`config.mk`:
```
export PLATFORM = sky130hd
export DESIGN_NAME = stage_fetch_flat
export DESIGN_NICKNAME = d
export VERILOG_FILES = /design/src/logic/fetch_pkg.sv /design/src/logic/fetch_ifc.sv /design/src/logic/stage_fetch.sv /design/src/flat_wrapper.sv
export SDC_FILE = /design/constraint.sdc
export NUM_CORES = 1
export LEC_CHECK = 0
export BUFFER_PORTS_ARGS = -buffer_cell sky130_fd_sc_hd__buf_2
export CORE_AREA = 2 2 281 283
export DETAILED_ROUTE_END_ITERATION = 8
export DIE_AREA = 0 0 283 285
export PLACE_DENSITY_LB_ADDON = 0.08
export SLEW_MARGIN = 30
export SYNTH_ARGS = -nofsm -noshare
export SYNTH_HDL_FRONTEND = slang
export SYNTH_SLANG_ARGS = --single-unit
```
`constraint.sdc`:
```
create_clock -name clock -period 3.7 [get_ports clock]
set_clock_uncertainty 0.2 [all_clocks]
set_input_delay 0.555 -clock clock [delete_from_list [all_inputs] [get_ports clock]]
set_output_delay 0.555 -clock clock [all_outputs]
set_load 0.02 [all_outputs]
```
`src/logic/fetch_pkg.sv`:
```
`default_nettype none

package fetch_pkg;

    // --------------------
    // Basic widths
    // --------------------

    // Byte address and raw instruction word
    typedef logic [31:0] addr_t;
    typedef logic [31:0] inst_t;

    // Global history width
    localparam int GHR_BITS = 8;

    // Four instructions per bundle, 16 bytes
    localparam int BUNDLE_WIDTH = 4;
    localparam int BUNDLE_BYTES = 16;

    // Low seven bits of an RV32 instruction
    // Only op_branch changes what fetch does
    typedef enum logic [6:0] {
        op_load   = 7'b0000011,
        op_imm    = 7'b0010011,
        op_branch = 7'b1100011,
        op_jal    = 7'b1101111,
        op_other  = 7'b1111111
    } rv_opcode_e;

    // --------------------
    // Packets
    // --------------------

    // One instruction on its way to decode
    typedef struct packed {
        addr_t               pc;
        inst_t               inst;
        logic                is_branch;
        logic                pred_taken;
        addr_t               pred_target;
        logic [GHR_BITS-1:0] ghr_snapshot;
    } fetch_packet_t;

    // One 8-byte line, word 0 at the lower address
    typedef struct packed {
        logic        valid;
        inst_t [1:0] words;
    } cache_line_t;

    // Line lookup from fetch
    typedef struct packed {
        logic  valid;
        addr_t addr;
    } line_req_t;

endpackage

`default_nettype wire

```
`src/logic/fetch_ifc.sv`:
```
`timescale 1ns/1ps
`default_nettype none

// Fetch asks for a prediction on the earliest branch of a bundle
// Predictor answers in the same cycle
interface fetch_bp_if import fetch_pkg::*; ();

    logic                req_valid;
    addr_t               req_pc;
    logic                resp_taken;
    addr_t               resp_target;
    logic [GHR_BITS-1:0] resp_ghr_snapshot;

    modport fetch (
        output req_valid, req_pc,
        input  resp_taken, resp_target, resp_ghr_snapshot
    );

    modport predictor (
        input  req_valid, req_pc,
        output resp_taken, resp_target, resp_ghr_snapshot
    );

endinterface

// Four-wide bundle from fetch into the instruction buffer
interface fetch_ib_if import fetch_pkg::*; ();

    logic                               bundle_valid;
    fetch_packet_t [BUNDLE_WIDTH-1:0]   bundle;
    // Fewer than four free entries
    logic                               full;

    modport fetch  (output bundle_valid, bundle, input full);
    modport buffer (input bundle_valid, bundle, output full);

endinterface

`default_nettype wire

```
`src/logic/stage_fetch.sv`:
```
`timescale 1ns/1ps
`default_nettype none

module stage_fetch import fetch_pkg::*; (
    input  logic        clock,
    input  logic        reset,
    output line_req_t   line_req [2],
    input  cache_line_t line_data [2],
    input  logic        mispredict,
    input  addr_t       redirect_pc,
    fetch_bp_if.fetch   bp,
    fetch_ib_if.fetch   ib
);

    localparam int LANE_BITS = $clog2(BUNDLE_WIDTH);

    addr_t                  pc;
    addr_t                  pc_next;
    inst_t                  lane_inst [BUNDLE_WIDTH];
    logic [BUNDLE_WIDTH-1:0] lane_branch;
    logic                   found;
    logic [LANE_BITS-1:0]   first_lane;
    logic                   lines_ready;
    logic                   accept;

    function automatic logic is_cond_branch(inst_t word);
        return rv_opcode_e'(word[6:0]) == op_branch;
    endfunction

    // --------------------
    // Line requests
    // --------------------
    // PC and PC+8 land in opposite banks
    always_comb begin
        for (int i = 0; i < 2; i++) begin
            line_req[i].valid = !ib.full;
            line_req[i].addr  = pc + addr_t'(8 * i);
        end
    end

    // Lanes 0,1 from the first line, 2,3 from the second
    always_comb begin
        for (int l = 0; l < BUNDLE_WIDTH; l++) begin
            lane_inst[l]   = line_data[l / 2].words[l % 2];
            lane_branch[l] = is_cond_branch(lane_inst[l]);
        end
    end

    assign lines_ready = line_data[0].valid && line_data[1].valid;
    // No bundle in the mispredict cycle
    assign accept = lines_ready && !ib.full && !mispredict;

    // Earliest branch; scan from the top so the lowest lane wins
    always_comb begin
        found      = 1'b0;
        first_lane = '0;
        for (int l = BUNDLE_WIDTH - 1; l >= 0; l--) begin
            if (lane_branch[l]) begin
                found      = 1'b1;
                first_lane = LANE_BITS'(l);
            end
        end
    end

    // --------------------
    // Predictor request
    // --------------------
    // Raised only with an accepted bundle, so it always shifts the GHR
    assign bp.req_valid = accept && found;
    assign bp.req_pc    = pc + addr_t'({first_lane, 2'b00});

    // --------------------
    // Bundle to the buffer
    // --------------------
    // Buffer keeps lanes only up to a predicted-taken branch
    always_comb begin
        for (int l = 0; l < BUNDLE_WIDTH; l++) begin
            ib.bundle[l].pc           = pc + addr_t'(4 * l);
            ib.bundle[l].inst         = lane_inst[l];
            ib.bundle[l].is_branch    = found && first_lane == LANE_BITS'(l);
            ib.bundle[l].pred_taken   = ib.bundle[l].is_branch && bp.resp_taken;
            ib.bundle[l].pred_target  = ib.bundle[l].is_branch ? bp.resp_target : '0;
            ib.bundle[l].ghr_snapshot = ib.bundle[l].is_branch ? bp.resp_ghr_snapshot : '0;
        end
    end

    assign ib.bundle_valid = accept;

    // --------------------
    // Next PC
    // --------------------
    // Redirect, then predicted target, then sequential, else hold
    always_comb begin
        pc_next = pc;
        if (mispredict) begin
            pc_next = redirect_pc;
        end else if (accept && found && bp.resp_taken) begin
            pc_next = bp.resp_target;
        end else if (accept) begin
            pc_next = pc + addr_t'(BUNDLE_BYTES);
        end
    end

    always_ff @(posedge clock) begin
        if (reset) begin
            pc <= '0;
        end else begin
            pc <= pc_next;
        end
    end

endmodule

`default_nettype wire

```
`src/flat_wrapper.sv`:
```
// flat-port wrapper written by rule: the top's interface ports become plain ports
module stage_fetch_flat import fetch_pkg::*;
  (clock, reset, line_req, line_data, mispredict, redirect_pc, bp_req_valid, bp_req_pc, bp_resp_taken, bp_resp_target, bp_resp_ghr_snapshot, ib_bundle_valid, ib_bundle, ib_full);
  fetch_bp_if bp_i ();
  fetch_ib_if ib_i ();
  input  logic clock;
  input  logic reset;
  output line_req_t line_req[2];
  input  cache_line_t line_data[2];
  input  logic mispredict;
  input  addr_t redirect_pc;
  output wire logic [$bits(bp_i.req_valid)-1:0] bp_req_valid;
  output wire logic [$bits(bp_i.req_pc)-1:0] bp_req_pc;
  input wire logic [$bits(bp_i.resp_taken)-1:0] bp_resp_taken;
  input wire logic [$bits(bp_i.resp_target)-1:0] bp_resp_target;
  input wire logic [$bits(bp_i.resp_ghr_snapshot)-1:0] bp_resp_ghr_snapshot;
  output wire logic [$bits(ib_i.bundle_valid)-1:0] ib_bundle_valid;
  output wire logic [$bits(ib_i.bundle)-1:0] ib_bundle;
  input wire logic [$bits(ib_i.full)-1:0] ib_full;
  assign bp_req_valid = bp_i.req_valid;
  assign bp_req_pc = bp_i.req_pc;
  assign bp_i.resp_taken = bp_resp_taken;
  assign bp_i.resp_target = bp_resp_target;
  assign bp_i.resp_ghr_snapshot = bp_resp_ghr_snapshot;
  assign ib_bundle_valid = ib_i.bundle_valid;
  assign ib_bundle = ib_i.bundle;
  assign ib_i.full = ib_full;
  stage_fetch u_core (.clock(clock), .reset(reset), .line_req(line_req), .line_data(line_data), .mispredict(mispredict), .redirect_pc(redirect_pc), .bp(bp_i), .ib(ib_i));
endmodule
```
==> summary.md <==
| Metric | Value |
|---|---|
| Status | `complete, no violations` |
| Post-synth EDFFs | `0` |
| H-Tree Depth | `2` |
| Worst setup EP type | `output pin` |
| Port Buf Inserts | `530` |
| P&R area growth vs syn | `41.4%` |
| Worst Path Required | `2.94 ns` |
| Achievable Freq | `282 MHz` |
| Clock network power share | `26.6%` |
| First-pass GRT wire length | `slightly below 70 mm` |
| Seq pwr share | `a little under a quarter` |
| FP Rows | `103` |
| Avg Cell Area, Syn | `6.81 µm²` |
| Post-route antenna net violation count | `0` |
| Place WS | `-0.0269 ns` |
| FILL cells | `slightly above 9000` |
| Reg clk slew, reported paths | `roughly 0.06 ns` |
| Gpl congestion | `between 0.7 and 0.8` |
| Vias | `between 7000 and 8000` |
| Largest registers | `u_core.pc (32)` |
| Core area | `between 0.07 and 0.08 mm²` |
| Setup TNS | `0 ns` |
| Final hold viol count | `0` |
| Grt ovf | `0` |
| Max reg flops | `32` |
| Largest net degree at the start of global routing | `67` |
| Hold_buf cts | `0` |
| Total power | `approximately 1.7 mW` |
| Power Density | `177 mW/mm²` |
| HP Class | `input pin to register` |
| Critical Path AT | `around 2.8 ns` |
| Worst Max-Slew Pin Slew | `about 0.84 ns` |
| Worst hold slack | `0.326 ns` |
| Slew Viols, Final | `0` |
| CTS tree | `done` |
| Post-DP HPWL | `about 44 mm` |
| DRT Pass-1 Iters | `4` |
| Root buffer cell | `clkbuf_16` |
| Logic pwr share | `slightly below 50%` |
| Internal | `between 0.9 and 1 mW` |
| Pleak | `around 5.2 nW` |
| Setup ws final | `0.156 ns` |
| Warnings from Yosys | `0` |
| Inserted Clock Buffers | `5` |
| Max_slew headroom | `approximately 44%` |
| Final setup viols | `0` |
| DP Area | `roughly 0.0096 mm²` |
| Layout Nets | `roughly 1600` |
| Crit path launch type | `input pin` |
| DR DRC count | `0` |
| Non-Filler Instances | `between 2000 and 2500` |
| Seq/Total Area, Yosys | `9.24%` |
| Max_cap viols | `0` |
| Placed insts | `2383` |
| Design area | `between 0.009 and 0.01 mm²` |
| Cells after Synth | `slightly above 1000` |
| Final min period | `roughly 3.5 ns` |
| Distinct cells, synth | `58` |
| Antenna violations before repair | `11` |
| Die Y | `285 µm` |
| Ys async rst share | `0%` |
| Top FF cell, synth | `dfxtp_1` |
| Post-Route WL | `around 52 mm` |
| Largest Register | `u_core.pc` |
| Clock latency on the worst-skew pair | `around 0.29 ns` |
| Vias in the first global route | `~7900` |
| Layout cells sized above 1 | `between 40 and 50%` |
| GRT Total Usage | `12.3%` |
| Die W | `between 200 and 300 µm` |
| Mapped cell area | `roughly 0.0069 mm²` |
| Avg Vias per Cell | `3.31` |
| WL/cell | `around 22 µm` |
| Initial Util | `8.89%` |
| Detailed Route Iter0 Violations | `about 320` |
| Synthesized net count | `around 1200` |
| Sink Count | `32` |
| Switch Pwr | `0.808 mW` |
| Ports | `between 700 and 800` |
| CP Class | `input pin to output pin` |
| Unrepaired setup endpoints after global routing | `false` |
| Max VDD drop | `approximately 0.00014 V` |
| Net Sw Frac | `between 40% and 50%` |
| Critical-path maximum fanout | `11` |
| Final Util | `12.6%` |
| Die outline area | `roughly 0.08 mm²` |
| Final period util | `between 90% and 100%` |
| Flops & latches, synth | `32` |
| Clock buffer depth | `2` |
per-layer routing:
layer | up-vias | GRT usage, % | part of all wire [%]
li1 | 3752 | - | -
met1 | 3734 | 14.6 | 41
met2 | 416 | 22.4 | 51
met3 | 54 | 2.62 | 6.3
met4 | 2 | 3.05 | 2.0
met5 | - | 0 | 0.021
layout make-up:
type,count,area [µm²],share of cell area [%]
Tap cell,1050,1310,13.4
Antenna cell,11,27.5,0.281
Timing Repair Buffer,603,3250,33.2
Clock buffer,7,153,1.56
Inverter,14,52.6,0.536
Sequential cell,32,642,6.55
Multi-Input combinational cell,687,4360,44.5
worst max-delay path: stages:
cell	delay (ns)
buf_2	0.10
and4bb_2	0.27
nand4b_1	0.08
buf_4	0.17
nand2b_4	0.14
a21oi_1	0.20
buf_4	0.18
ha_1	0.18
ha_1	0.19
a21o_1	0.14
buf_12	0.16
nand2_1	0.08
xnor2_1	0.15
buf_2	0.19
logic make-up (layout without fill, tap and decap cells):
logic type / Yosys count / in the layout / synth area share [%]
AOI/OAI and AO/OA: 101 / 101 / 8.61
xor gates and xnor gates: 137 / 137 / 17.3
adders and majority gates: 8 / 8 / 1.46
buffers and inverters: 299 / 624 / 28.4
DFF: 32 / 32 / 9.24
muxes: 3 / 3 / 0.433
other: 0 / 11 / 0
and+or+nand+nor: 438 / 438 / 34.6
path summary, 6_finish.rpt:
path	start	endpoint	slack, ns	cells past startpoint
hold reg to reg	u_core.pc[2]$_SDFFE_PP0P_	u_core.pc[2]$_SDFFE_PP0P_	0.44	2
hold / removal	redirect_pc[2]	u_core.pc[2]$_SDFFE_PP0P_	0.33	3
setup reg to reg	u_core.pc[9]$_SDFFE_PP0P_	u_core.pc[29]$_SDFFE_PP0P_	0.94	6
setup / recovery	line_data[36]	bp_req_pc[22]	0.16	14
cells in the mapped netlist (3+ instances only):
cell type	instances	share of area, %
and2_1	124	11
dfxtp_1	32	9.2
buf_1	5	0.27
nor2_1	74	4.0
xor2_1	41	5.2
nand3b_1	7	0.76
and4_1	3	0.38
buf_2	23	1.7
a21oi_1	31	2.2
buf_4	210	23
nor3_1	10	0.72
inv_1	13	0.70
o21ai_1	3	0.22
nand3_1	24	1.7
nand2b_1	5	0.45
o22ai_1	20	1.8
and3_1	46	4.2
o21ai_0	24	1.7
ha_1	7	1.3
a221oi_1	4	0.51
nand2_1	106	5.7
clkbuf_1	44	2.4
a31oi_1	11	0.99
nand4_2	3	0.54
xnor2_1	96	12
nand4_1	10	0.90
mux2i_1	3	0.43
repair_timing:
item	in CTS	in global routing
buffers inserted	2	1
setup endpoints to repair	1	27
gates resized for setup	0	3
pin swaps	1	0
cells in the final DEF, fill, tap and decap left out, drive strengths merged, types with 4 or more instances in the layout:
cell type	count
buf	603
and2	125
nand2	107
xnor2	96
nor2	74
and3	48
xor2	41
dfxtp	32
a21oi	31
o21ai	28
nand3	25
o22ai	20
inv	14
nand4	13
nor3	12
diode	11
a31oi	11
nand3b	7
ha	7
clkbuf	7
nand2b	5
a221oi	4
power groups by stage:
stage | registers (mW) | clock network (mW) | logic [mW]
floorplan | 0.418 | 0 | 0.687
global placement | 0.423 | 0 | 0.894
detailed placement | 0.423 | 0 | 0.889
CTS | 0.415 | 0.497 | 0.892
global route | 0.418 | 0.496 | 0.931
finish | 0.412 | 0.462 | 0.864
Note: power is estimated with default switching activity, not from simulation.
